$ cat src/hw/fc_layer_pkg.sv
// Sizes, word type and sequencer states of the fully connected layer.
// Imported by the RTL stages and by the testbench.

package fc_layer_pkg;

   // ********************
   // Layer dimensions
   // ********************

   localparam int DATA_W = 16;
   localparam int N_INPUTS = 8;
   localparam int N_LANES = 16;

   // Signed fixed point word for inputs, weights, sums and outputs
   typedef logic signed [DATA_W-1:0] data_t;

   // Saturation limits
   localparam data_t DATA_MAX = data_t'(2 ** (DATA_W - 1) - 1);
   localparam data_t DATA_MIN = data_t'(-(2 ** (DATA_W - 1)));

   // ********************
   // Sequencer states
   // ********************

   typedef enum logic [2:0] {
      st_load,
      st_settle,
      st_compute,
      st_output,
      st_clear
   } seq_state_t;

endpackage

$ cat src/hw/fc_mac_if.sv
// Operand and control bundle shared by the buffer, weight ROM, MAC lanes,
// sequencer and output stage.

`timescale 1ns/1ps

interface fc_mac_if #(
   parameter int n_lanes = fc_layer_pkg::N_LANES
);

   import fc_layer_pkg::*;

   data_t x_data;
   data_t w_col [n_lanes];
   logic  mac_step;
   logic  clear;
   data_t results [n_lanes];

   modport seq (output mac_step, output clear);

   modport buffer (output x_data);

   modport rom (output w_col);

   modport lane (input x_data, input w_col, input mac_step, input clear, output results);

   // Output stage only reads the finished sums
   modport drain (input results);

endinterface

$ cat src/hw/fc_sequencer.sv
// Control FSM of the layer. Loads the input vector, walks the MAC steps,
// hands the sums to the output stage and clears the lanes afterwards.

`timescale 1ns/1ps

module fc_sequencer #(
   parameter int n_inputs = fc_layer_pkg::N_INPUTS
) (
   input  logic                        clk,
   input  logic                        reset,
   input  logic                        input_valid,
   output logic                        input_ready,
   output logic [$clog2(n_inputs)-1:0] x_addr,
   output logic                        x_wr,
   output logic [$clog2(n_inputs)-1:0] w_addr,
   output logic                        drain_start,
   input  logic                        drain_done,
   fc_mac_if.seq                       mac
);

   import fc_layer_pkg::*;

   localparam int addr_bits = $clog2(n_inputs);
   // Steps run one past the last address plus two pipeline cycles
   localparam int step_bits = $clog2(n_inputs + 2);

   seq_state_t           state;
   logic [addr_bits-1:0] in_cnt;
   logic [step_bits-1:0] step_cnt;
   logic                 last_step;

   assign last_step = (step_cnt == step_bits'(n_inputs + 1));

   // ********************
   // Decoded outputs
   // ********************

   always_comb begin
      input_ready  = (state == st_load);
      x_wr         = input_ready && input_valid;
      mac.mac_step = (state == st_compute) && (step_cnt < step_bits'(n_inputs));
      mac.clear    = (state == st_clear);
      drain_start  = (state == st_compute) && last_step;
      w_addr       = step_cnt[addr_bits-1:0];
      if (state == st_load) begin
         x_addr = in_cnt;
      end else begin
         x_addr = step_cnt[addr_bits-1:0];
      end
   end

   // ********************
   // State register
   // ********************

   always_ff @(posedge clk) begin
      if (reset) begin
         state    <= st_load;
         in_cnt   <= '0;
         step_cnt <= '0;
      end else begin
         case (state)
            st_load: begin
               if (input_valid) begin
                  if (in_cnt == addr_bits'(n_inputs - 1)) begin
                     in_cnt <= '0;
                     state  <= st_settle;
                  end else begin
                     in_cnt <= in_cnt + 1'b1;
                  end
               end
            end
            st_settle: begin
               step_cnt <= '0;
               state    <= st_compute;
            end
            st_compute: begin
               if (last_step) begin
                  step_cnt <= '0;
                  state    <= st_output;
               end else begin
                  step_cnt <= step_cnt + 1'b1;
               end
            end
            st_output: begin
               // Wait for the last word to leave
               if (drain_done) begin
                  state <= st_clear;
               end
            end
            st_clear: begin
               state <= st_load;
            end
            default: begin
               state <= st_load;
            end
         endcase
      end
   end

endmodule

$ cat src/flat_wrapper.sv
// flat-port wrapper written by rule: the top's interface ports become plain ports
module fc_sequencer_flat import fc_layer_pkg::*;
#(
   parameter int n_inputs = fc_layer_pkg::N_INPUTS
)
  (clk, reset, input_valid, input_ready, x_addr, x_wr, w_addr, drain_start, drain_done, mac_mac_step, mac_clear);
  fc_mac_if mac_i ();
  input  logic clk;
  input  logic reset;
  input  logic input_valid;
  output logic input_ready;
  output logic [$clog2(n_inputs)-1:0] x_addr;
  output logic x_wr;
  output logic [$clog2(n_inputs)-1:0] w_addr;
  output logic drain_start;
  input  logic drain_done;
  output wire logic [$bits(mac_i.mac_step)-1:0] mac_mac_step;
  output wire logic [$bits(mac_i.clear)-1:0] mac_clear;
  assign mac_mac_step = mac_i.mac_step;
  assign mac_clear = mac_i.clear;
  fc_sequencer #(.n_inputs(n_inputs)) u_core (.clk(clk), .reset(reset), .input_valid(input_valid), .input_ready(input_ready), .x_addr(x_addr), .x_wr(x_wr), .w_addr(w_addr), .drain_start(drain_start), .drain_done(drain_done), .mac(mac_i));
endmodule
$ cat config.mk
export PLATFORM = sky130hd
export DESIGN_NAME = fc_sequencer_flat
export DESIGN_NICKNAME = d
export VERILOG_FILES = /design/src/hw/fc_layer_pkg.sv /design/src/hw/fc_mac_if.sv /design/src/hw/fc_sequencer.sv /design/src/flat_wrapper.sv
export SDC_FILE = /design/constraint.sdc
export NUM_CORES = 1
export LEC_CHECK = 0
export ABC_CLOCK_PERIOD_IN_PS = 1400
export BUFFER_PORTS_ARGS = -buffer_cell sky130_fd_sc_hd__buf_4
export CAP_MARGIN = 20
export CORE_UTILIZATION = 45
export DETAILED_ROUTE_END_ITERATION = 12
export GPL_ROUTABILITY_DRIVEN = 0
export PLACE_DENSITY = 0.72
export SYNTH_ARGS = -nofsm -noshare
export SYNTH_HDL_FRONTEND = slang
export SYNTH_SLANG_ARGS = --single-unit
export TNS_END_PERCENT = 1
$ cat constraint.sdc
create_clock -name clk -period 1.4 [get_ports clk]
set_input_delay 0.28 -clock clk [delete_from_list [all_inputs] [get_ports clk]]
set_output_delay 0.28 -clock clk [all_outputs]
set_load 0.01 [all_outputs]
==> Word level (Yosys, flattened, before mapping) <==
Index checks and enable logic that the tools add are counted.
{ "totals": {"inputBits": 4, "register_bits": 10} }
{ "classes": {"reduce_logical": 7, "add_sub_neg": 2, "eq_ne": 10, "mux": 9, "order_cmp": 1} }
{ "ops": {"columns": ["cell", "count"], "rows": [
  ["$mux 3", 6],
  ["$pmux 3 s4", 1],
  ["$pmux 4 s2", 1],
  ["$eq 3x2->1 const B", 2],
  ["$eq 3x3->1 const B", 2],
  ["$add 4x1->4 const B", 1],
  ["$eq 4x4->1 const B", 1],
  ["$lt 4x4->1 const B", 1],
  ["$mux 4", 1],
  ["$ne 2x1->1 const B", 2],
  ["$ne 2x2->1 const B", 2],
  ["$reduce_and 4->1", 1],
  ["$add 3x1->3 const B", 1],
  ["$eq 3x1->1 const B", 1],
  ["$logic_and 1x1->1", 3],
  ["$logic_not 3->1", 1],
  ["$reduce_and 2->1", 1],
  ["$reduce_bool 2->1", 1]
]} }

==> Logic depth before layout (Yosys ltp) <==
{ "logic_depth": {"word_depth": 4, "mapped_depth": 5, "ltp_nobuf": 5} }

==> Least setup slack after synthesis <==
Ideal clock, no wire load.
{ "synth_path": {"kind": "reg2out", "from": "register u_core.state[0]", "to": "output x_addr[0]", "n_path_buf": 1, "arrival_time_ps": 1272, "setup_slack_ps": -152, "path_stages_with_launch": 4, "path_cell_list": "dfxtp_1 buf_2 nor3_2 mux2_2"} }
{ "synth_via": {"elab_chain_len": 2} }
{ "synth_rtl": {"columns": ["item", "line", "rtl"], "rows": [
  ["from (decl)", "fc_sequencer.sv:27", "seq_state_t state;"],
  ["from (signal assigned)", "fc_sequencer.sv:58", "state <= st_load;"],
  ["from (signal assigned)", "fc_sequencer.sv:67", "state <= st_settle;"],
  ["from (signal assigned)", "fc_sequencer.sv:75", "state <= st_compute;"],
  ["$logic_not 3->1", null, null],
  ["via input_ready", "flat_wrapper.sv:11", "output logic input_ready;"],
  ["$mux 3", "fc_sequencer.sv:45", "if (state == st_load) begin"],
  ["to (decl)", "flat_wrapper.sv:12", "output logic [$clog2(n_inputs)-1:0] x_addr;"]
]} }
The timed path passes the listed nets, and every way through them passes these cells.

==> Worst setup path in the final report <==
{ "layout_path": {"from": "register u_core.state[1]", "to": "output x_addr[0]"} }
{ "layout_via": {"elab_chain_len": 2} }
{ "layout_rtl": {"columns": ["item", "line"], "rows": [
  ["$logic_not 3->1", "fc_sequencer.sv:45"],
  ["$mux 3", "fc_sequencer.sv:45"]
]} }
No other way between the ends.

==> impl_results.md <==
- WHS: 261 ps
- I/O pin cnt: 15
- Cell leakage power: approximately 0.41 nW
- Area growth syn-to-layout: 42.1%
- CTS tree: yes
- CTS root buf: clkbuf_4
- CP arrival: roughly 1400 ps
- Asr flop ratio synth: 0%
- Die area: between 1500 and 2000 µm²
- Top cells by count, synth: dfxtp_1 (10), nor2_1 (8), o21ai_0 (5)
- H-tree Lvls: 1
- DRC violations left: 0
- Critical Path End Type: output pin
- Syn Inst Count: between 60 and 70
- Failing checks: negative setup slack
- Count leader, synth: dfxtp_1
- Max-cap viol count: 0
- First-pass GRT wire length: 2120 µm
- Post-synth EDFFs: 0
- #FFs+latches synth: 10
- CP required: between 1000 and 1500 ps
- Tcrit/Tclk final: 119%
- Initial antenna violation count: 0
- Worst Tran Pin Value: around 270 ps
- Clock transition at the registers of the reported paths: roughly 70 ps
- Setup clock skew after layout: between 3 and 4 ps
- Max Freq: around 600 MHz
- Dpl cell area: around 780 µm²
- Diode count: 0
- Vias in the first global route: 497
- Layout cells sized above 1: 47.8%
- Clock latency on the worst-skew pair: 270 ps
- Main synth FF type: dfxtp_1
- Final min period: approximately 1700 ps
- Crit start category: flip-flop
- Synth unique cells: 29
- Pre-Repair DR Iteration Count: 4
- Nets: between 90 and 100
- FP Rows: 12
- Syn nets: 76
- Clock Path Buffers: 2
- Vias: ~570
- Endpoints failing hold: 0
- Top post-synthesis cells by area: dfxtp_1 (33%), ha_1 (8.2%), mux2i_1 (4.9%)
- Min-delay worst type: input pin to flip-flop
- Seq/Total Area, Yosys: 32.7%
- Via-to-Cell Ratio: roughly 5.5
- CTS buffer count: 3
- Slew margin rel.: between 80% and 90%
- Average cell area after synthesis: 9.00 µm²
- Setup ws final: -265 ps
- Post-DP HPWL: around 950 µm
- Grt ovf: 0
- Sink Count: 10
- Count of pins over their slew limit: 0
- First DRT Iteration DRCs: 9
- Die width: 38.9 µm
- RSZ-0062 raised after global routing: true
- Wire length per cell: between 10 and 15 µm
- Worst VDD drop: around 0.84 mV
- Maximum fanout along the worst path: 5
- Die Ht: 38.9 µm
- Largest net degree at the start of global routing: 10
- Final setup fails: 7
- Share of the synthesized area in the top cell type: between 30% and 40%
- Status: finished, violations left
- Total wire length: roughly 1300 µm
- YS warnings: 0
- Setup TNS: -1230 ps
- Post-route cell area: 870 µm²
- PwrDens: 928 nW/µm²
- WS Path Type: flip-flop to output pin
- Initial Utilization: 51.6%
- Mapped Area: 612 µm²
- Fin util: about 73%
- Biggest area consumer among synthesized cells: dfxtp_1
- Input/output buffers: 14
- Core area: approximately 1200 µm²
- Total global-route track usage: between 20% and 30%
- Post-DRT Antenna Nets: 0
-- critical path, cell delays in order, from the launching register on --
cell and delay, ps:
dfxtp_4 370, nor3_4 290, mux2_4 340, buf_6 120
-- cells by family (layout without fill, tap and decap cells) --
family | count (synthesis) | count (layout) | share of synthesized area, %
multiplexers | 5 | 5 | 8.59
adder cells (fa/ha/maj) | 4 | 4 | 8.18
XOR/XNOR | 1 | 1 | 1.43
flip-flops | 10 | 10 | 32.7
buffers and inverters | 11 | 33 | 10.2
AND/OR/NAND/NOR | 24 | 24 | 25.6
AO/OA/AOI/OAI | 13 | 13 | 13.3
-- state kept, by name, summed over array words and instances (netlist names) --
register	flops
u_core.state	3
u_core.in_cnt	3
u_core.step_cnt	4
-- cell usage in the layout (no fill, tap or decap), drive strengths merged, types with 2 or more instances in the layout --
cell | Yosys | final
mux2 | 2 | 2
o21ai | 5 | 5
dfxtp | 10 | 10
nand2 | 2 | 2
mux2i | 3 | 3
nor3 | 3 | 3
nor2 | 8 | 8
buf | 6 | 25
nand3b | 3 | 3
a21oi | 2 | 2
a31oi | 2 | 2
ha | 4 | 4
inv | 4 | 4
clkbuf | 1 | 4
nand3 | 2 | 2
-- stage by stage --
step	worst slack (ps)	std cells	power (W)
4_1_cts	-259	104	0.000806
6_report	-265	104	0.000807
2_1_floorplan	-32.0	68	0.000443
3_3_place_gp	24.3	100	0.000521
5_1_grt	-313	104	0.000847
3_5_place_dp	3.97	100	0.000526
-- layout make-up --
type | instances | area, µm²
multi-input cells | 47 | 383
fillers | 92 | 317
flip-flops and latches | 10 | 211
repair buffers | 25 | 206
clock buffers | 4 | 36.3
well taps | 14 | 17.5
inverters | 4 | 15.0
-- report_power, final --
| part | switching [W] | internal (W) | leakage [nW] |
|---|---|---|---|
| logic | 0.0000992 | 0.000130 | 0.304 |
| clock network | 0.000101 | 0.000158 | 0.0210 |
| registers | 0.0000197 | 0.000299 | 0.0834 |
-- path summary, 6_finish.rpt --
check	from	endpoint	slack [ps]	cells after the start
min	reset	u_core.in_cnt[0]	260	2
max	u_core.state[1]	x_addr[0]	-270	3
min reg2reg	u_core.in_cnt[2]	u_core.in_cnt[2]	540	2
max reg2reg	u_core.state[0]	u_core.step_cnt[3]	50	3
-- metal layers --
metal	vias up	track usage [%]	wire length, µm
met3	2	10.4	67
li1	289	-	-
met2	15	36.3	656
met4	0	7.76	16
met5	-	0	0
met1	266	23.7	606
-- timing repair --
| item | in CTS | in global routing |
|---|---|---|
| hold buffers | 0 | 0 |
| setup endpoints to repair | 9 | 10 |
| pin swaps | 2 | 3 |
| buffers inserted | 0 | 0 |
| resized for setup | 13 | 7 |
| gates cloned | 0 | 0 |
(Power assumes the default switching activity.)
