`config.mk`:
```
export PLATFORM = sky130hd
export DESIGN_NAME = fc_weight_rom_flat
export DESIGN_NICKNAME = d
export VERILOG_FILES = /design/src/hw/fc_layer_pkg.sv /design/src/hw/fc_weights_pkg.sv /design/src/hw/fc_mac_if.sv /design/src/hw/fc_weight_rom.sv /design/src/flat_wrapper.sv
export SDC_FILE = /design/constraint.sdc
export NUM_CORES = 1
export LEC_CHECK = 0
export BUFFER_PORTS_ARGS = -buffer_cell sky130_fd_sc_hd__buf_2
export CAP_MARGIN = 0
export CELL_PAD_IN_SITES_DETAIL_PLACEMENT = 1
export CELL_PAD_IN_SITES_GLOBAL_PLACEMENT = 1
export CORE_MARGIN = 3
export CORE_UTILIZATION = 30
export DETAILED_ROUTE_END_ITERATION = 8
export PLACE_DENSITY = 0.87
export SYNTH_ARGS = -nofsm -noshare
export SYNTH_HDL_FRONTEND = slang
export SYNTH_SLANG_ARGS = --single-unit
```
`constraint.sdc`:
```
create_clock -name clk -period 1.8 [get_ports clk]
set_clock_uncertainty 0.2 [all_clocks]
set_input_delay 0.09 -clock clk [delete_from_list [all_inputs] [get_ports clk]]
set_output_delay 0.09 -clock clk [all_outputs]
set_load 0.005 [all_outputs]
```
`src/hw/fc_layer_pkg.sv`:
```
// Sizes, word type and sequencer states of the fully connected layer.
// Imported by the RTL stages and by the testbench.

package fc_layer_pkg;

   // ********************
   // Layer dimensions
   // ********************

   localparam int DATA_W = 16;
   localparam int N_INPUTS = 8;
   localparam int N_LANES = 16;

   // Signed fixed point word for inputs, weights, sums and outputs
   typedef logic signed [DATA_W-1:0] data_t;

   // Saturation limits
   localparam data_t DATA_MAX = data_t'(2 ** (DATA_W - 1) - 1);
   localparam data_t DATA_MIN = data_t'(-(2 ** (DATA_W - 1)));

   // ********************
   // Sequencer states
   // ********************

   typedef enum logic [2:0] {
      st_load,
      st_settle,
      st_compute,
      st_output,
      st_clear
   } seq_state_t;

endpackage

```
`src/hw/fc_weights_pkg.sv`:
```
// Constant weight table of the layer, one row per output neuron.
// Read by the weight ROM and by the testbench reference model.

package fc_weights_pkg;

   import fc_layer_pkg::*;

   // Row index is the lane, column index is the input position
   localparam data_t WEIGHTS [N_LANES][N_INPUTS] = '{
      '{-16'sd5, 16'sd9, 16'sd40, -16'sd85, 16'sd93, 16'sd1, 16'sd53, -16'sd41},
      '{-16'sd92, 16'sd112, -16'sd63, 16'sd12, 16'sd13, -16'sd3, -16'sd23, -16'sd94},
      '{-16'sd74, -16'sd23, -16'sd33, 16'sd28, 16'sd68, -16'sd39, 16'sd90, -16'sd114},
      '{16'sd68, -16'sd88, -16'sd114, -16'sd53, -16'sd32, -16'sd67, -16'sd92, 16'sd91},
      '{16'sd70, 16'sd77, -16'sd121, 16'sd35, -16'sd50, 16'sd60, 16'sd122, -16'sd14},
      '{16'sd44, -16'sd69, 16'sd126, -16'sd71, 16'sd57, -16'sd24, -16'sd37, 16'sd111},
      '{16'sd81, 16'sd58, 16'sd11, 16'sd22, -16'sd109, -16'sd27, 16'sd36, 16'sd88},
      '{16'sd14, 16'sd50, -16'sd93, 16'sd110, 16'sd111, -16'sd56, 16'sd73, 16'sd54},
      '{-16'sd107, 16'sd80, -16'sd39, -16'sd29, 16'sd12, -16'sd44, 16'sd86, -16'sd71},
      '{16'sd15, 16'sd84, -16'sd14, -16'sd56, -16'sd68, 16'sd78, -16'sd72, -16'sd114},
      '{16'sd8, 16'sd67, 16'sd36, 16'sd28, -16'sd87, -16'sd56, -16'sd12, 16'sd55},
      '{16'sd122, 16'sd23, 16'sd37, 16'sd105, 16'sd95, -16'sd18, 16'sd31, 16'sd116},
      '{-16'sd65, 16'sd121, -16'sd40, 16'sd75, -16'sd51, -16'sd82, -16'sd124, 16'sd92},
      '{-16'sd126, -16'sd9, -16'sd91, -16'sd65, -16'sd59, -16'sd35, -16'sd51, 16'sd77},
      '{-16'sd96, 16'sd113, -16'sd23, -16'sd55, -16'sd71, 16'sd93, -16'sd128, -16'sd77},
      // Large weights, these push the last lane into saturation
      '{-16'sd3723, -16'sd4699, 16'sd21532, -16'sd25004,
        -16'sd16876, -16'sd14916, -16'sd4535, 16'sd1619}
   };

endpackage
```
`src/hw/fc_mac_if.sv`:
```
// Operand and control bundle shared by the buffer, weight ROM, MAC lanes,
// sequencer and output stage.

`timescale 1ns/1ps

interface fc_mac_if #(
   parameter int n_lanes = fc_layer_pkg::N_LANES
);

   import fc_layer_pkg::*;

   data_t x_data;
   data_t w_col [n_lanes];
   logic  mac_step;
   logic  clear;
   data_t results [n_lanes];

   modport seq (output mac_step, output clear);

   modport buffer (output x_data);

   modport rom (output w_col);

   modport lane (input x_data, input w_col, input mac_step, input clear, output results);

   // Output stage only reads the finished sums
   modport drain (input results);

endinterface

```
`src/hw/fc_weight_rom.sv`:
```
// Weight ROM. Returns one column of the weight table, a weight for every
// lane, one cycle after the address.

`timescale 1ns/1ps

module fc_weight_rom #(
   parameter int n_inputs = fc_layer_pkg::N_INPUTS,
   parameter int n_lanes  = fc_layer_pkg::N_LANES
) (
   input  logic                        clk,
   input  logic [$clog2(n_inputs)-1:0] w_addr,
   fc_mac_if.rom                       mac
);

   import fc_weights_pkg::*;

   // Column read, lane l gets row l of the table
   always_ff @(posedge clk) begin
      for (int l = 0; l < n_lanes; l++) begin
         mac.w_col[l] <= WEIGHTS[l][w_addr];
      end
   end

endmodule

```
`src/flat_wrapper.sv`:
```
// flat-port wrapper written by rule: the top's interface ports become plain ports
module fc_weight_rom_flat import fc_weights_pkg::*;
#(
   parameter int n_inputs = fc_layer_pkg::N_INPUTS,
   parameter int n_lanes  = fc_layer_pkg::N_LANES
)
  (clk, w_addr, mac_w_col);
  fc_mac_if #(.n_lanes(n_lanes)) mac_i ();
  input  logic clk;
  input  logic [$clog2(n_inputs)-1:0] w_addr;
  output wire logic [$bits(mac_i.w_col)-1:0] mac_w_col;
  assign mac_w_col = {>>{mac_i.w_col}};
  fc_weight_rom #(.n_inputs(n_inputs), .n_lanes(n_lanes)) u_core (.clk(clk), .w_addr(w_addr), .mac(mac_i));
endmodule
```
# Word level (Yosys, flattened, before mapping)
# Memory sizes are Yosys's and may differ from the RTL's. A register that Yosys moved wholly into a read port is not among the register bits.
# Cells that the tools add are included.
# W data, S select, Z words.
dict set report classes {
  bitwise 1
}
# op count
set ops {}
lappend ops {{$not A3 Y4} 1}
dict set report word_totals {
  ff_bits 0
  romBits 2048
  in_bits 4
  out_inout_bits 256
  elab_cells 17
  n_memories 16
}
# memory depth word_bits rd rd_ports_with_merged_regs write_ports line_no
set memory_table {}
lappend memory_table {{(name not given)} 8 16 1 1 0 fc_weight_rom.sv:20} ;# mac.w_col[l] <= WEIGHTS[l][w_addr];
lappend memory_table {{(name not given)} 8 16 1 1 0 fc_weight_rom.sv:20}
lappend memory_table {{(name not given)} 8 16 1 1 0 fc_weight_rom.sv:20}
lappend memory_table {{(name not given)} 8 16 1 1 0 fc_weight_rom.sv:20}
lappend memory_table {{(name not given)} 8 16 1 1 0 fc_weight_rom.sv:20}
lappend memory_table {{(name not given)} 8 16 1 1 0 fc_weight_rom.sv:20}
lappend memory_table {{+10 memories} -- -- -- -- -- --}

# Logic depth before layout (Yosys ltp)
dict set report logic_depth {
  word_depth 1
  mapped_depth 7
  depth_no_buf 5
}

# Worst setup path before layout
# No wires, ideal clock.
dict set report synth_timing {
  kind {input port to flip-flop}
  startpoint {input w_addr[1]}
  endpoint {register u_core.mac.w_col[161]}
  setup_ps 116
  arrival_ps 1164
  required_ps 1484
  slack_ps 320
  stages 7
  path_buffers 2
  path_cell_list {buf_2 > inv_1 > ha_1 > nor2b_1 > buf_2 > inv_1 > nand2_1}
}
dict set report synth_via {
  elab_chain_cells 1
}
# item line_no
set synth_rtl {}
lappend synth_rtl {{start, declared} flat_wrapper.sv:10} ;# input logic [$clog2(n_inputs)-1:0] w_addr;
lappend synth_rtl {{$not A3 Y4 (implied by the code)} fc_weight_rom.sv:20}
lappend synth_rtl {{end, declared} fc_mac_if.sv:22} ;# modport rom (output w_col);
# Every way passes these cells.

# Final worst setup path
dict set report layout_timing {
  startpoint {input w_addr[1]}
  endpoint {register u_core.mac.w_col[134]}
}
# Same word-level chain as after synthesis.

==> impl.org <==
** CTS
- Num Clock Sinks :: around 110
- The root buffer cell chosen for the clock tree is clkbuf_16.
- TritonCTS clock tree :: done
- Clock-pin slew was measured on the worst setup and hold paths at 70 ps.
- Buffers inserted by post-CTS timing repair :: 0
- In this run the number of H-tree levels came out at 3.
- Total CTS buffers :: 9
- Max Buffers Root-to-Sink :: 2

** Yosys
- Counting every instance in the synthesized netlist gives ~420.
- Dividing the synthesized area by the synthesized cell count gives roughly 10 sq um.
- For this run, asynchronously set or reset flops after synthesis account for 0%.
- Yosys mapped a number of flops with a built-in enable equal to 0.
- Yosys cell types :: 22
- After synthesis the cells add up to approximately 4200 sq um.
- After synthesis the netlist holds a flip-flop and latch count of about 110.
- For this run, the leading register cell type out of synthesis is dfxtp_1.
- The number of nets handed over by synthesis was approximately 430.
- The share of the Yosys chip area taken by registers is a little over half.
- Total number of yosys warnings :: 0

** Timing
- Based on the critical path, the design can be clocked at up to 609.4 MHz.
- Unrepaired setup endpoints after global routing :: false
- Setup-violating endpoint count in the final report :: 0
- Max-slew violation count :: 0
- Min Tclk post-route :: roughly 1600 ps
- Aggregate negative setup slack :: 0 ps
- The worst path uses 91.16% of the clock period.
- Endpoints failing hold :: 0

** Critical path
- The number of buffers and inverters on the critical path is 3.
- STA classifies the critical path endpoint as a flip-flop.
- STA puts the critical path data arrival time at 1670 ps.
- Among cell families on the critical path, the largest total delay comes from buffers and inverters.
- On the worst path, the slowest cell contributes a delay of 540 ps.
- The slowest stage of the critical path belongs to the cell dlygate4sd3_1.
- The worst setup path is launched from an input pin.
- STA puts the critical path data required time at between 1500 and 2000 ps.
- Setup CP Type :: input pin to flip-flop
- The critical path ends at u_core.mac.w_col[134]$_DFF_P_.
- Critical-path maximum fanout :: 21
- The critical path runs through a total of 6 cells.
- Walking the worst path, the cells encountered are buf_2, dlygate4sd3_1, buf_4, ha_1, and2_1, nor2_1.
- Tracing the worst setup path back leads to its startpoint at w_addr[1].

** Floorplanning
- In this run the core area contains 42 standard-cell rows.
- Starting density of the core :: 31.01%
- Height of the die :: approximately 120 um
- From left edge to right edge, the die measures approximately 120 um.
- The floorplan step defined a core boundary enclosing between 10000 and 15000 sq um.
- Die Area :: about 15000 sq um
- During I/O placement, the number of pins put on the boundary was 260.

** Finish
- The library cells used most frequently in the layout, excluding fill and tap cells, are buf_2 (258), dfxtp_1 (109), nand2_1 (34).
- Antenna fix cells :: 0
- The register with the most flip-flops in the final layout is u_core.mac.w_col.
- The finished layout holds between 700 and 800 standard cells, fillers aside.
- Of the cells placed in the final design, the portion with a size suffix greater than 1 is 53.58%.
- Filler Cells Inserted :: 1616
- Flip-flop count of the largest register, all copies and words added :: roughly 110
- Once layout is complete, the utilization of the core stands at 36.76%.
- The library cell used most frequently in the layout, excluding fill and tap cells, is buf_2.
- For this run, the post-layout net count is between 500 and 600.
- Compared with the post-synthesis result, the final layout area differs by 18.55%.
- In the final layout, the registers with the most flip-flops are u_core.mac.w_col: 109 flops.

** Hold path
- Type of the most critical hold path :: input pin to flip-flop

** Drt
- Antenna Violating Nets Remaining :: 0
- Dividing the detail-routed wire length by the instance count gives ~16 um.
- After detailed routing, the total wire length is around 11000 um.
- Number of remaining DRC errors :: 0
- DRT iter0 DRCs :: 97
- Mean number of vias per cell :: about 3.9
- The first TritonRoute pass finished after 4 iterations.
- DR vias :: 2840

** Power and ir drop
- For this design the ratio of total power to cell area is 1113 nW/um^2.
- IR analysis of the VDD net gives a maximum drop of 0.4298 mV.
- For this design the static power due to leakage is roughly 2.6 nW.

** Global routing
- First-pass GRT wire length :: between 15000 and 20000 um
- Largest net degree at the start of global routing :: 33
- Global routing used 13.93% of the available tracks.
- Antenna violations before repair :: 0
- For this run the aggregate overflow at the end of global routing stands at 0.
- The number of global-route vias before repair is approximately 2600.

** Placement
- DP HPWL :: between 8000 and 9000 um
- Number of placed cells counting well taps :: ~700
- The congestion estimate from routability-driven global placement came to ~0.72.
- Input and output buffers added on the ports amount to between 200 and 300.

** Job
- Max capacitance violation total :: 0

** Outcome
- Result of the run :: completed
cells by family (layout without fill, tap and decap cells):
family	count (synthesis)	in the layout	synth area share, %
other	1	1	0.09025
DFF	109	109	52.51
buffers and inverters	177	305	30.08
AOI/OAI and AO/OA	34	34	4.276
and+or+nand+nor	85	85	9.726
adders and majority gates	11	11	3.312
routing by layer:
metal	GRT usage, %	wire length [um]
met1	16.48	4580
met2	23.93	5673
met3	4.405	858
met4	4.498	110
met5	0	0
worst min path at each step:
stage | from | to | slack, ps | cells after the start
detailed placement | u_core.mac.w_col[214]$_DFF_P_ | mac_w_col[214] | 270 | 1
global placement | u_core.mac.w_col[114]$_DFF_P_ | mac_w_col[114] | 270 | 1
CTS | w_addr[0] | u_core.mac.w_col[13]$_DFF_P_ | 30 | 3
floorplan | w_addr[1] | u_core.mac.w_col[82]$_DFF_P_ | -80 | 0
finish | w_addr[0] | u_core.mac.w_col[13]$_DFF_P_ | 40 | 3
global route | w_addr[0] | u_core.mac.w_col[13]$_DFF_P_ | 50 | 3
final cells by class:
type | count | area [sq um] | share of cell area (%)
multi-input combinational | 131 | 725.7 | 14.73
inverter | 15 | 56.30 | 1.143
timing repair buffer | 274 | 1434 | 29.11
clock inverter | 6 | 68.82 | 1.397
clock buffer | 10 | 239.0 | 4.851
sequential | 109 | 2182 | 44.30
tap | 176 | 220.2 | 4.470
power breakdown:
| part | leakage [nW] | total, mW | internal, mW | switching, mW |
|---|---|---|---|---|
| sequential | 0.915 | 2.70 | 2.60 | 0.0953 |
| combinational | 1.54 | 0.758 | 0.366 | 0.392 |
| clock | 0.149 | 2.03 | 1.13 | 0.901 |
cell usage after synthesis, types with 2 or more instances:
library cell	number	area share, %
nor2b_1	14	2.1
buf_4	149	27
buf_2	8	0.96
a21oi_1	21	2.5
and2_1	2	0.30
and2_4	2	0.42
o21ai_0	9	1.1
or2_4	2	0.42
inv_1	14	1.3
nor2_1	21	1.9
a21boi_1	2	0.36
clkbuf_1	2	0.18
dfxtp_1	109	53
ha_1	11	3.3
nand2_1	34	3.1
nand2b_1	10	1.5
buf_6	2	0.54
through the flow:
step / hold WS [ps] / instance area (sq um) / power (mW) / worst slack, ps
6_report: 40.80 / 4926 / 5.484 / 159.1
5_1_grt: 53.27 / 4926 / 5.780 / 69.13
4_1_cts: 29.19 / 4923 / 5.565 / 65.48
3_5_place_dp: 267.0 / 4576 / 3.528 / 15.97
3_3_place_gp: 268.4 / 4576 / 3.496 / 99.23
2_1_floorplan: -82.28 / 4155 / 3.307 / 320.4
what timing repair did:
item | CTS | global route
hold endpoints to repair | 12 | 0
endpoints found under the setup margin | 0 | 3
hold buffers | 4 | 0
resized for setup | 0 | 1
(Power assumes the default switching activity.)
