--- src/hw/fc_layer_pkg.sv ---
// Sizes, word type and sequencer states of the fully connected layer.
// Imported by the RTL stages and by the testbench.

package fc_layer_pkg;

   // ********************
   // Layer dimensions
   // ********************

   localparam int DATA_W = 16;
   localparam int N_INPUTS = 8;
   localparam int N_LANES = 16;

   // Signed fixed point word for inputs, weights, sums and outputs
   typedef logic signed [DATA_W-1:0] data_t;

   // Saturation limits
   localparam data_t DATA_MAX = data_t'(2 ** (DATA_W - 1) - 1);
   localparam data_t DATA_MIN = data_t'(-(2 ** (DATA_W - 1)));

   // ********************
   // Sequencer states
   // ********************

   typedef enum logic [2:0] {
      st_load,
      st_settle,
      st_compute,
      st_output,
      st_clear
   } seq_state_t;

endpackage

--- src/hw/fc_mac_if.sv ---
// Operand and control bundle shared by the buffer, weight ROM, MAC lanes,
// sequencer and output stage.

`timescale 1ns/1ps

interface fc_mac_if #(
   parameter int n_lanes = fc_layer_pkg::N_LANES
);

   import fc_layer_pkg::*;

   data_t x_data;
   data_t w_col [n_lanes];
   logic  mac_step;
   logic  clear;
   data_t results [n_lanes];

   modport seq (output mac_step, output clear);

   modport buffer (output x_data);

   modport rom (output w_col);

   modport lane (input x_data, input w_col, input mac_step, input clear, output results);

   // Output stage only reads the finished sums
   modport drain (input results);

endinterface

--- src/hw/fc_vector_buffer.sv ---
// Input vector memory. Written during load, read one word per MAC step
// with one cycle of read latency.

`timescale 1ns/1ps

module fc_vector_buffer #(
   parameter int n_inputs = fc_layer_pkg::N_INPUTS
) (
   input  logic                        clk,
   input  fc_layer_pkg::data_t         input_data,
   input  logic [$clog2(n_inputs)-1:0] x_addr,
   input  logic                        x_wr,
   fc_mac_if.buffer                    mac
);

   import fc_layer_pkg::*;

   data_t mem [n_inputs];

   always_ff @(posedge clk) begin
      if (x_wr) begin
         mem[x_addr] <= input_data;
      end
      // Registered read port
      mac.x_data <= mem[x_addr];
   end

endmodule

--- src/flat_wrapper.sv ---
// flat-port wrapper written by rule: the top's interface ports become plain ports
module fc_vector_buffer_flat import fc_layer_pkg::*;
#(
   parameter int n_inputs = fc_layer_pkg::N_INPUTS
)
  (clk, input_data, x_addr, x_wr, mac_x_data);
  fc_mac_if mac_i ();
  input  logic clk;
  input  fc_layer_pkg::data_t input_data;
  input  logic [$clog2(n_inputs)-1:0] x_addr;
  input  logic x_wr;
  output wire logic [$bits(mac_i.x_data)-1:0] mac_x_data;
  assign mac_x_data = mac_i.x_data;
  fc_vector_buffer #(.n_inputs(n_inputs)) u_core (.clk(clk), .input_data(input_data), .x_addr(x_addr), .x_wr(x_wr), .mac(mac_i));
endmodule
--- config.mk ---
export PLATFORM = sky130hd
export DESIGN_NAME = fc_vector_buffer_flat
export DESIGN_NICKNAME = d
export VERILOG_FILES = /design/src/hw/fc_layer_pkg.sv /design/src/hw/fc_mac_if.sv /design/src/hw/fc_vector_buffer.sv /design/src/flat_wrapper.sv
export SDC_FILE = /design/constraint.sdc
export NUM_CORES = 1
export LEC_CHECK = 0
export ABC_AREA = 0
export BUFFER_PORTS_ARGS = -buffer_cell sky130_fd_sc_hd__buf_4
export CORE_MARGIN = 2
export CORE_UTILIZATION = 59
export DETAILED_ROUTE_END_ITERATION = 7
export GPL_TIMING_DRIVEN = 1
export PLACE_DENSITY = 0.9
export SETUP_SLACK_MARGIN = 0.02
export SKIP_CTS_REPAIR_TIMING = 1
export SKIP_LAST_GASP = 1
export SLEW_MARGIN = 10
export SYNTH_ARGS = -nofsm -noshare
export SYNTH_HDL_FRONTEND = slang
export SYNTH_SLANG_ARGS = --single-unit
--- constraint.sdc ---
create_clock -name clk -period 2.5 [get_ports clk]
set_input_delay 0.25 -clock clk [delete_from_list [all_inputs] [get_ports clk]]
set_output_delay 0.25 -clock clk [all_outputs]
set_load 0.02 [all_outputs]
* Word level (Yosys, flattened, before mapping) *
Memories as Yosys holds them, arrays and structs flattened. A register that Yosys moved wholly into a read port is not among the register bits.
Index checks and enable logic that the tools add are counted.

cells by class
  multiplexer cells = 2

operator list
  kind     number
  $mux W1  2

storage, ports and cells
  bits in registers = 0
  RAM bits = 128
  output and inout port bits = 16
  logic and storage cells = 3
  memories kept = 1

memory list
  memory      words  bits a word  rd ports  clocked after Yosys merged registers in  write ports  RTL line                RTL
  u_core.mem  8      16           1         1                                        1            fc_vector_buffer.sv:18  data_t mem [n_inputs];

* Depth between registers and ports, before layout *
Gate-level depths: netlist (run 1).

  depth after elaboration = 2
  depth in mapped cells = 5
  gate-level depth less buffers = 3

* Least setup slack after synthesis (run 1) *
No wires, ideal clock.

  path kind = input -> register
  from = in x_addr[2]
  to = mem u_core.mem[0][0] in the netlist's numbering, enable pin
  setup time = 409 ps
  data arrival time = 1912 ps
  data required time = 2091 ps
  slack = 179 ps
  cell stages on the path = 4
  path buffers = 2
  path through = buf_2 > buf_2 > nand2b_1 > nor3_1

RTL lines
  element             RTL line                RTL
  start: declaration  flat_wrapper.sv:10      input logic [$clog2(n_inputs)-1:0] x_addr;
  end: declaration    fc_vector_buffer.sv:18

Straight into the memory's write port.

* Final worst setup path (run 1) *
  from = in x_addr[0]
  to = mem u_core.mem[3][1] in the netlist's numbering, enable pin

Straight into the memory's write port.

==> results.sh, run 1 <==
export IMPL_status="finished clean"
export IMPL_critPathBufInv=2
export IMPL_antenna_found_initial=0
export IMPL_max_cap_violations=0
export IMPL_clk_pin_slew_worst_paths_ps=60
export IMPL_cts_tree="done"
export IMPL_fmax_mhz=716.3
export IMPL_grt_pass1_wl_um=16000
export IMPL_synth_seq_cells=144
export IMPL_dp_hpwl_um=5468
export IMPL_p_seq_share_pct=48.6
export IMPL_wire_per_inst_um=24.89
export IMPL_core_area_mm2=0.008678
export IMPL_dieHeight_um=98.37
export IMPL_setup_violations=0
export IMPL_cts_buffers=17
export IMPL_fin_crit_ps=1396
export IMPL_routed_via_count=2596
export IMPL_peakVddDrop_mv=0.4724
export IMPL_mostFrequentLayoutCell="edfxtp_1"
export IMPL_grt_pass1_vias=2649
export IMPL_synth_yosys_seq_area_share_pct=79.26
export IMPL_start_kind="primary input"
export IMPL_wirelength_um=10780
export IMPL_clock_root_buffer="clkbuf_8"
export IMPL_p_per_area_mw_per_mm2=873.4
export IMPL_synth_yosys_warnings=0
export IMPL_end_kind="register"
export IMPL_drive_above_1_share_pct=37.54
export IMPL_slew_headroom_pct=60.08
export IMPL_crit_slowest_cell="buf_4"
export IMPL_finalHoldViolations=0
export IMPL_power_internal_mw=4.416
export IMPL_die_area_mm2=0.009676
export IMPL_syn_num_nets=259
export IMPL_crit_chain="buf_4 -> nand2_1 -> nor2_1 -> buf_4"
export IMPL_crit_path_frequent_cell="buf_4"
export IMPL_r2r_start="u_core.mem[7][13]$_DFFE_PP_"
export IMPL_yosys_top_cells_area="edfxtp_1, mux4_2, dfxtp_1"
export IMPL_grt_usage_pct=23.42
export IMPL_postSynthCellCount=238
export IMPL_hp_start="x_addr[2]"
export IMPL_htree_levels=4
export IMPL_cp_max_fo=39
export IMPL_firstDrtPassIters=4
export IMPL_clock_sinks=144
export IMPL_ioPinCount=37
export IMPL_drt_iter0_drc=284
export IMPL_rsz0062_at_grt="false"
export IMPL_dieWidth_um=98.37
export IMPL_fin_nets=333
export IMPL_stdcell_count=433
export IMPL_p_clk_share_pct=45.2
export IMPL_p_leak_nw=2.240
export IMPL_postLayoutCoreUtil_pct=74.55
export IMPL_critPathRequiredTime_ps=2720
export IMPL_start_util_pct=60.54
export IMPL_synth_area_per_cell_um2=22.07
export IMPL_diodes=0
export IMPL_crit_path_start="x_addr[0]"
export IMPL_sw_frac_of_total_pct=21.86
export IMPL_clock_latency_ps=530
export IMPL_gp_congestion=0.7592
export IMPL_max_stage_delay_ps=470
export IMPL_holdCritPathClass="primary input to register"
export IMPL_drtAntennaViolNets=0
export IMPL_placed_cells=385
export IMPL_critPathKind="primary input to register"
export IMPL_grt_overflow=0
export IMPL_crit_family="buffers and inverters"
export IMPL_p_sw_mw=1.235
export IMPL_synth_top_area_share_pct=73.16
export IMPL_finalMaxSlewViolations=0
export IMPL_tightest_slew_ps=598.8
export IMPL_cp_data_arrival_time_ps=1620
export IMPL_grt_max_degree=40
export IMPL_drc=0
export IMPL_synthDistinctLibCells=26
export IMPL_synth_area_mm2=0.005254
export IMPL_area_growth_pct=23.15
export IMPL_via_per_inst=5.995
export IMPL_combPwrFrac_pct=6.2
export IMPL_yosysTopAreaCell="edfxtp_1"
export IMPL_clockBufferDepth=2
export IMPL_rows=34
export IMPL_fin_setup_tns_ps=0
export IMPL_final_cell_mix="edfxtp_1, buf_4, mux4_2"
export IMPL_fin_crit_sh_pct=55.84
export IMPL_clock_skew_ps=6.163
export IMPL_portBuffers=36
Yosys cell counts:
library cell,n
edfxtp_1,128
mux4_2,24
dfxtp_1,16
mux2_2,13
buf_2,6
mux2i_1,6
nor2_1,6
nand2b_1,4
inv_1,3
nand2_1,3
nor3b_1,3
o211ai_1,3
o32a_1,3
a211o_1,2
a21oi_1,2
a31oi_1,2
buf_1,2
buf_6,2
mux4_1,2
nor3_1,2
and3_1,1
buf_4,1
clkbuf_1,1
nand3_1,1
o21a_1,1
o21ai_0,1
final cells by class:
type | count | area [um2]
Tap cell | 108 | 135.1
Inverter | 3 | 11.26
Fill cell | 471 | 2208
Sequential cell | 144 | 4164
Clock inverter | 15 | 185.2
Multi-Input combinational cell | 79 | 1017
Clock buffer | 17 | 414.1
Timing Repair Buffer | 67 | 543.0
logic make-up after synthesis:
family          Yosys count  synth area share [%]
flops                   144                 79.26
buf+inv                  15                 1.572
simple gates             20                 1.953
mux                      45                 15.22
compound gates           14                 2.000
per-layer routing:
| metal | track usage, % | wire [um] | vias to the layer above |
|---|---|---|---|
| li1 | - | - | 1133 |
| met1 | 31.14 | 4255 | 1315 |
| met2 | 36.47 | 5482 | 124 |
| met3 | 5.655 | 738 | 24 |
| met4 | 12.54 | 300 | 0 |
| met5 | 0 | 0 | - |
registers in the layout, summed over array words and instances, names as in the netlist:
signal	flops
u_core.mem	128
u_core.mac.x_data	16
power by group through the flow:
stage          registers [mW]  clock network [mW]  logic [mW]
4_1_cts                  2.75                2.58       0.330
2_1_floorplan            2.82                   0       0.151
6_report                 2.75                2.56       0.348
3_3_place_gp             2.79                   0       0.312
3_5_place_dp             2.79                   0       0.322
5_1_grt                  2.75                2.66       0.370
worst paths after layout:
| kind | end | slack (ps) | cells past startpoint |
|---|---|---|---|
| max | u_core.mem[3][1]$_DFFE_PP_ | 1100 | 4 |
| min | u_core.mac.x_data[2]$_DFF_P_ | 280 | 2 |
| max reg2reg | u_core.mac.x_data[13]$_DFF_P_ | 1170 | 2 |
| min reg2reg | u_core.mac.x_data[0]$_DFF_P_ | 580 | 2 |
per-stage QoR:
step | hold slack, ps | power (mW) | worst slack (ps) | cell area [um2]
finish | 276.5 | 5.651 | 1104 | 6470
global route | 289.0 | 5.787 | 1021 | 6470
CTS | -64.31 | 5.660 | 1115 | 6310
detailed placement | 486.8 | 3.116 | 615.7 | 5710
global placement | 484.5 | 3.099 | 673.4 | 5710
floorplan | 348.9 | 2.974 | 179.1 | 5254
Note: power is estimated with default switching activity, not from simulation.
==> run 2: changes to the inputs <==
Settings changed: CORE_UTILIZATION 59 to 53, PLACE_DENSITY 0.9 to 0.86.
Clock period 2.5 ns to 1.25 ns, I/O delays scaled along.
==> run 2 against run 1 <==
Combinational power up 120%. Clock skew up 4.2 ps. Sequential power up 100%. Highest routed layer unchanged. Via count down 1.2%. Cell count up 8.3%. Critical path type is now register to register. Worst setup slack worse by 1100 ps. The run now ends with negative setup slack left. Worst hold slack worse by 160 ps. Register-to-register slack worse by 1200 ps. First-iteration DRC count down 45%. Flip-flop and latch count unchanged. Largest cell class unchanged. Die area up 11%.
==> results.sh, run 2 (synthesis gave the netlist of run 1 again) <==
export IMPL_status="finished with violations"
export IMPL_violations="negative setup slack"
export IMPL_routed_via_count=2566
export IMPL_dpl_cell_area_mm2=0.006015
export IMPL_fmax_mhz=783.3
export IMPL_fin_crit_sh_pct=102.1
export IMPL_cts_buffers=17
export IMPL_hold_path_depth=3
export IMPL_grt_overflow=0
export IMPL_seq_area_mm2=0.004164
export IMPL_via_per_inst=5.471
export IMPL_fin_ws_ps=-26.58
export IMPL_finalHoldViolations=0
export IMPL_clk_pin_slew_worst_paths_ps=60
export IMPL_rsz0062_at_grt="true"
export IMPL_design_area_mm2=0.006794
export IMPL_rows=36
export IMPL_holdCritPathClass="primary input to register"
export IMPL_antenna_found_initial=0
export IMPL_cts_tree="done"
export IMPL_multi_input_area_mm2=0.001114
export IMPL_dieHeight_um=103.6
export IMPL_max_stage_delay_ps=500
export IMPL_clock_skew_ps=10.39
export IMPL_mostFrequentLayoutCell="edfxtp_1"
export IMPL_finalMaxSlewViolations=0
export IMPL_drtAntennaViolNets=0
export IMPL_portBuffers=36
export IMPL_crit_slowest_cell="mux4_2"
export IMPL_max_cap_violations=0
export IMPL_clock_latency_ps=530
export IMPL_critPathRequiredTime_ps=1660
export IMPL_place_ws_ps=-286.1
export IMPL_rrSetupSlack_ps=-30
export IMPL_grt_pass1_vias=2666
export IMPL_ioPinCount=37
export IMPL_clock_root_buffer="clkbuf_8"
export IMPL_firstDrtPassIters=5
export IMPL_drive_above_1_share_pct=42.86
export IMPL_dp_hpwl_um=5805
export IMPL_dieWidth_um=103.6
export IMPL_p_leak_nw=2.370
export IMPL_hp_start="x_addr[2]"
export IMPL_cp_data_arrival_time_ps=1680
export IMPL_total_power_mw=11.31
export IMPL_slew_headroom_pct=69.32
export IMPL_largest_reg_flops=128
export IMPL_setup_violations=3
export IMPL_cp_max_fo=1
export IMPL_fin_crit_ps=1277
export IMPL_final_cell_mix="edfxtp_1, buf_4, mux4_2"
export IMPL_start_kind="register"
export IMPL_tightest_slew_ps=460.3
export IMPL_placed_cells=421
export IMPL_fillers=563
export IMPL_rr_endpoint="u_core.mac.x_data[10]$_DFF_P_"
export IMPL_largest_register="u_core.mem"
export IMPL_stdcell_count=469
export IMPL_largestRegisters="u_core.mem: 128 flops, u_core.mac.x_data: 16 flops"
export IMPL_die_area_mm2=0.01073
export IMPL_grt_pass1_wl_um=15040
export IMPL_wirelength_um=9657
export IMPL_p_per_area_mw_per_mm2=1665
export IMPL_fin_nets=344
export IMPL_wire_per_inst_um=20.59
export IMPL_drc=0
export IMPL_core_area_mm2=0.009684
export IMPL_reg2reg_depth=2
export IMPL_gp_congestion=0.7319
export IMPL_htree_levels=4
export IMPL_area_growth_pct=29.32
export IMPL_diodes=0
export IMPL_clockBufferDepth=2
export IMPL_postLayoutCoreUtil_pct=70.16
export IMPL_grt_max_degree=28
export IMPL_drt_iter0_drc=157
export IMPL_hold_end="u_core.mac.x_data[14]$_DFF_P_"
export IMPL_critPathKind="register to register"
export IMPL_grt_usage_pct=19.39
export IMPL_crit_chain="mux4_2 -> mux2_4"
export IMPL_clock_sinks=144
export IMPL_peakVddDrop_mv=0.8824
export IMPL_start_util_pct=54.25
export IMPL_r2r_start="u_core.mem[5][10]$_DFFE_PP_"
export IMPL_end_kind="register"
## run 2: changes by cell type in the layout (fill, tap and decap cells not counted), sizes merged
| cell | delta |
|---|---|
| inv | +1 |
| clkinvlp | -2 |
| clkbuf | +1 |
| buf | +11 |
## run 2: how the worst max path moves through the flow
stage                                          endpoint  cells past startpoint                        start
after global routing      u_core.mac.x_data[10]$_DFF_P_                      2  u_core.mem[5][10]$_DFFE_PP_
after detailed placement   u_core.mac.x_data[1]$_DFF_P_                      3                    x_addr[0]
after CTS                  u_core.mac.x_data[1]$_DFF_P_                      2   u_core.mem[3][1]$_DFFE_PP_
after floorplan              u_core.mem[0][0]$_DFFE_PP_                      4                    x_addr[2]
final                     u_core.mac.x_data[10]$_DFF_P_                      2  u_core.mem[5][10]$_DFFE_PP_
after global placement    u_core.mac.x_data[10]$_DFF_P_                      3                    x_addr[0]
## run 2: cell type report
type,instances,share of cell area [%]
Sequential cell,144,61.29
Timing Repair Buffer,78,10.87
Clock buffer,18,6.151
Clock inverter,14,2.689
Inverter,3,0.1657
Tap cell,133,2.449
Multi-Input combinational cell,79,16.39
## run 2: metrics by stage
stage                     setup TNS (ps)  hold slack (ps)
after floorplan                   -12330            223.9
after global placement            -22300            354.0
after detailed placement          -23670            360.8
after CTS                         -50.03           -185.3
after global routing              -177.3            102.1
final                             -58.27            117.3
## run 2: metal layers
layer  vias up  share of wire, %  track usage [%]  wire (um)
met3        18               4.7            6.104        450
li1       1151                 -                -          -
met1      1321                41            24.33       3956
met5         -                 0                0          0
met2        76                53            31.84       5086
met4         0               1.7            7.722        162
## run 2: worst max-delay path: cells and delay by family (launching register included)
family	cells	cell delay (ps)
DFF	1	380
muxes	2	780
## run 2: where the power goes
part	switching (mW)	internal, mW
Clock	1.97	3.08
Sequential	0.0548	5.44
Combinational	0.376	0.397
==> run 3: changes to the inputs <==
Settings changed: CORE_ASPECT_RATIO set to 0.75, CORE_UTILIZATION 53 to 35, PLACE_DENSITY 0.86 to 0.65, RECOVER_POWER set to 100.
==> run 3 against run 2 <==
The flow still finishes with violations (negative setup slack). Power is 0.55% higher. Worst hold slack gained 120 ps. Worst setup slack better by 19 ps. Design area fell by 0.59%. Critical endpoint is now u_core.mac.x_data[11]$_DFF_P_.
==> results.sh, run 3 (synthesis gave the netlist of run 1 again) <==
export IMPL_diodes=0
export IMPL_cp_data_arrival_time_ps=1550
export IMPL_combPwrFrac_pct=6.1
export IMPL_cts_tree="done"
export IMPL_fin_setup_tns_ps=-7.094
export IMPL_p_per_area_mw_per_mm2=1684
export IMPL_tightest_slew_ps=454.2
export IMPL_htree_levels=4
export IMPL_fin_ws_ps=-7.094
export IMPL_peakVddDrop_mv=0.7846
export IMPL_final_cell_mix="edfxtp_1, clkbuf_1, mux4_2"
export IMPL_fillers=1262
export IMPL_p_seq_share_pct=48.2
export IMPL_critPathRequiredTime_ps=1540
export IMPL_drt_iter0_drc=167
export IMPL_wirelength_um=9613
export IMPL_firstDrtPassIters=4
export IMPL_clock_sinks=144
export IMPL_fin_crit_sh_pct=100.6
export IMPL_area_growth_pct=28.55
export IMPL_grt_pass1_vias=2538
export IMPL_critPathKind="register to register"
export IMPL_wl_met1_um=4748
export IMPL_rows=38
export IMPL_start_util_pct=36.11
export IMPL_holdCritPathClass="primary input to register"
export IMPL_largest_reg_flops=128
export IMPL_grt_pass1_wl_um=14750
export IMPL_clock_skew_ps=6.568
export IMPL_dieHeight_um=110.1
export IMPL_dp_hpwl_um=6216
export IMPL_p_clk_share_pct=45.7
export IMPL_clockBufferDepth=2
export IMPL_place_ws_ps=-284.6
export IMPL_largestRegisters="u_core.mem: 128 flops, u_core.mac.x_data: 16 flops"
export IMPL_fmax_mhz=795.5
export IMPL_wire_per_inst_um=17.67
export IMPL_fin_crit_ps=1257
export IMPL_drc=0
export IMPL_end_kind="register"
export IMPL_grt_usage_pct=12.82
export IMPL_finalHoldViolations=0
export IMPL_rsz0062_at_grt="true"
export IMPL_slew_headroom_pct=69.72
export IMPL_wl_met3_um=405
export IMPL_p_leak_nw=2.265
export IMPL_drtAntennaViolNets=0
export IMPL_violations="negative setup slack"
export IMPL_antenna_found_initial=0
export IMPL_gp_congestion=0.7400
export IMPL_cts_buffers=17
export IMPL_power_internal_mw=9.178
export IMPL_rrSetupSlack_ps=-7
export IMPL_cp_max_fo=1
export IMPL_largest_register="u_core.mem"
export IMPL_fin_nets=352
export IMPL_via_per_inst=4.686
export IMPL_drive_above_1_share_pct=31.98
export IMPL_routed_via_count=2549
export IMPL_dieWidth_um=145.5
export IMPL_setup_violations=1
export IMPL_grt_max_degree=25
export IMPL_ioPinCount=37
export IMPL_core_area_mm2=0.01455
export IMPL_start_kind="register"
export IMPL_wl_met2_um=4345
export IMPL_finalMaxSlewViolations=0
export IMPL_hold_slack_ps=238.6
export IMPL_sw_frac_of_total_pct=19.31
export IMPL_top_layer_used="met4"
export IMPL_die_area_mm2=0.01602
export IMPL_p_sw_mw=2.197
export IMPL_mostFrequentLayoutCell="edfxtp_1"
export IMPL_status="finished with violations"
export IMPL_clock_latency_ps=400
export IMPL_portBuffers=36
export IMPL_clock_root_buffer="clkbuf_16"
export IMPL_clk_pin_slew_worst_paths_ps=60
export IMPL_max_cap_violations=0
export IMPL_grt_overflow=0
run 3: cell types whose count changed in the layout (fill, tap and decap cells not counted), moves of 3 or more:
| cell | previous run | this run |
|---|---|---|
| mux2_2 | 6 | 10 |
| buf_4 | 53 | 13 |
| clkbuf_1 | 1 | 38 |
| nor2_4 | 6 | 3 |
| mux2_4 | 7 | 3 |
| inv_6 | 3 | 0 |
| clkinv_4 | 4 | 1 |
| clkbuf_2 | 0 | 8 |
| clkinv_2 | 1 | 4 |
run 3: metal layers:
metal	track usage, %	vias up
li1	-	1166
met1	17.80	1320
met2	18.96	52
met3	3.868	11
met4	5.462	0
met5	0	-
run 3: path summary, 6_finish.rpt:
kind / start / to / cells past startpoint
setup / recovery: u_core.mem[4][11]$_DFFE_PP_ / u_core.mac.x_data[11]$_DFF_P_ / 2
hold / removal: x_addr[2] / u_core.mac.x_data[2]$_DFF_P_ / 3
setup reg to reg: u_core.mem[4][11]$_DFFE_PP_ / u_core.mac.x_data[11]$_DFF_P_ / 2
hold reg to reg: u_core.mem[6][0]$_DFFE_PP_ / u_core.mac.x_data[0]$_DFF_P_ / 2
run 3: power by group through the flow:
| stage | Combinational [mW] | Clock (mW) | Sequential [mW] |
|---|---|---|---|
| after floorplan | 0.342 | 0 | 5.64 |
| after global placement | 0.742 | 0 | 5.58 |
| after detailed placement | 0.753 | 0 | 5.59 |
| after CTS | 0.756 | 5.32 | 5.49 |
| after global routing | 0.753 | 5.50 | 5.50 |
| final | 0.691 | 5.20 | 5.49 |
run 3: critical path: stages, from the launching register on:
cell	delay, ps
edfxtp_1	380
mux4_2	470
mux2_4	290
run 3: stage by stage:
stage / instance area, um2 / cells / util (%) / total power, mW
5_1_grt: 6754 / 544 / 46.42 / 11.75
6_report: 6754 / 544 / 46.42 / 11.37
3_5_place_dp: 6208 / 496 / 42.67 / 6.340
2_1_floorplan: 5380 / 238 / - / 5.987
3_3_place_gp: 6208 / 496 / 42.67 / 6.322
4_1_cts: 6829 / 528 / 46.94 / 11.56
run 3: area by class of cell:
type | count | area, um2 | area share, %
multi-input combinational | 79 | 1065 | 15.77
sequential | 144 | 4164 | 61.65
timing repair buffer | 86 | 643.1 | 9.522
clock buffer | 20 | 456.7 | 6.762
clock inverter | 12 | 163.9 | 2.427
tap | 200 | 250.2 | 3.705
inverter | 3 | 11.26 | 0.1667
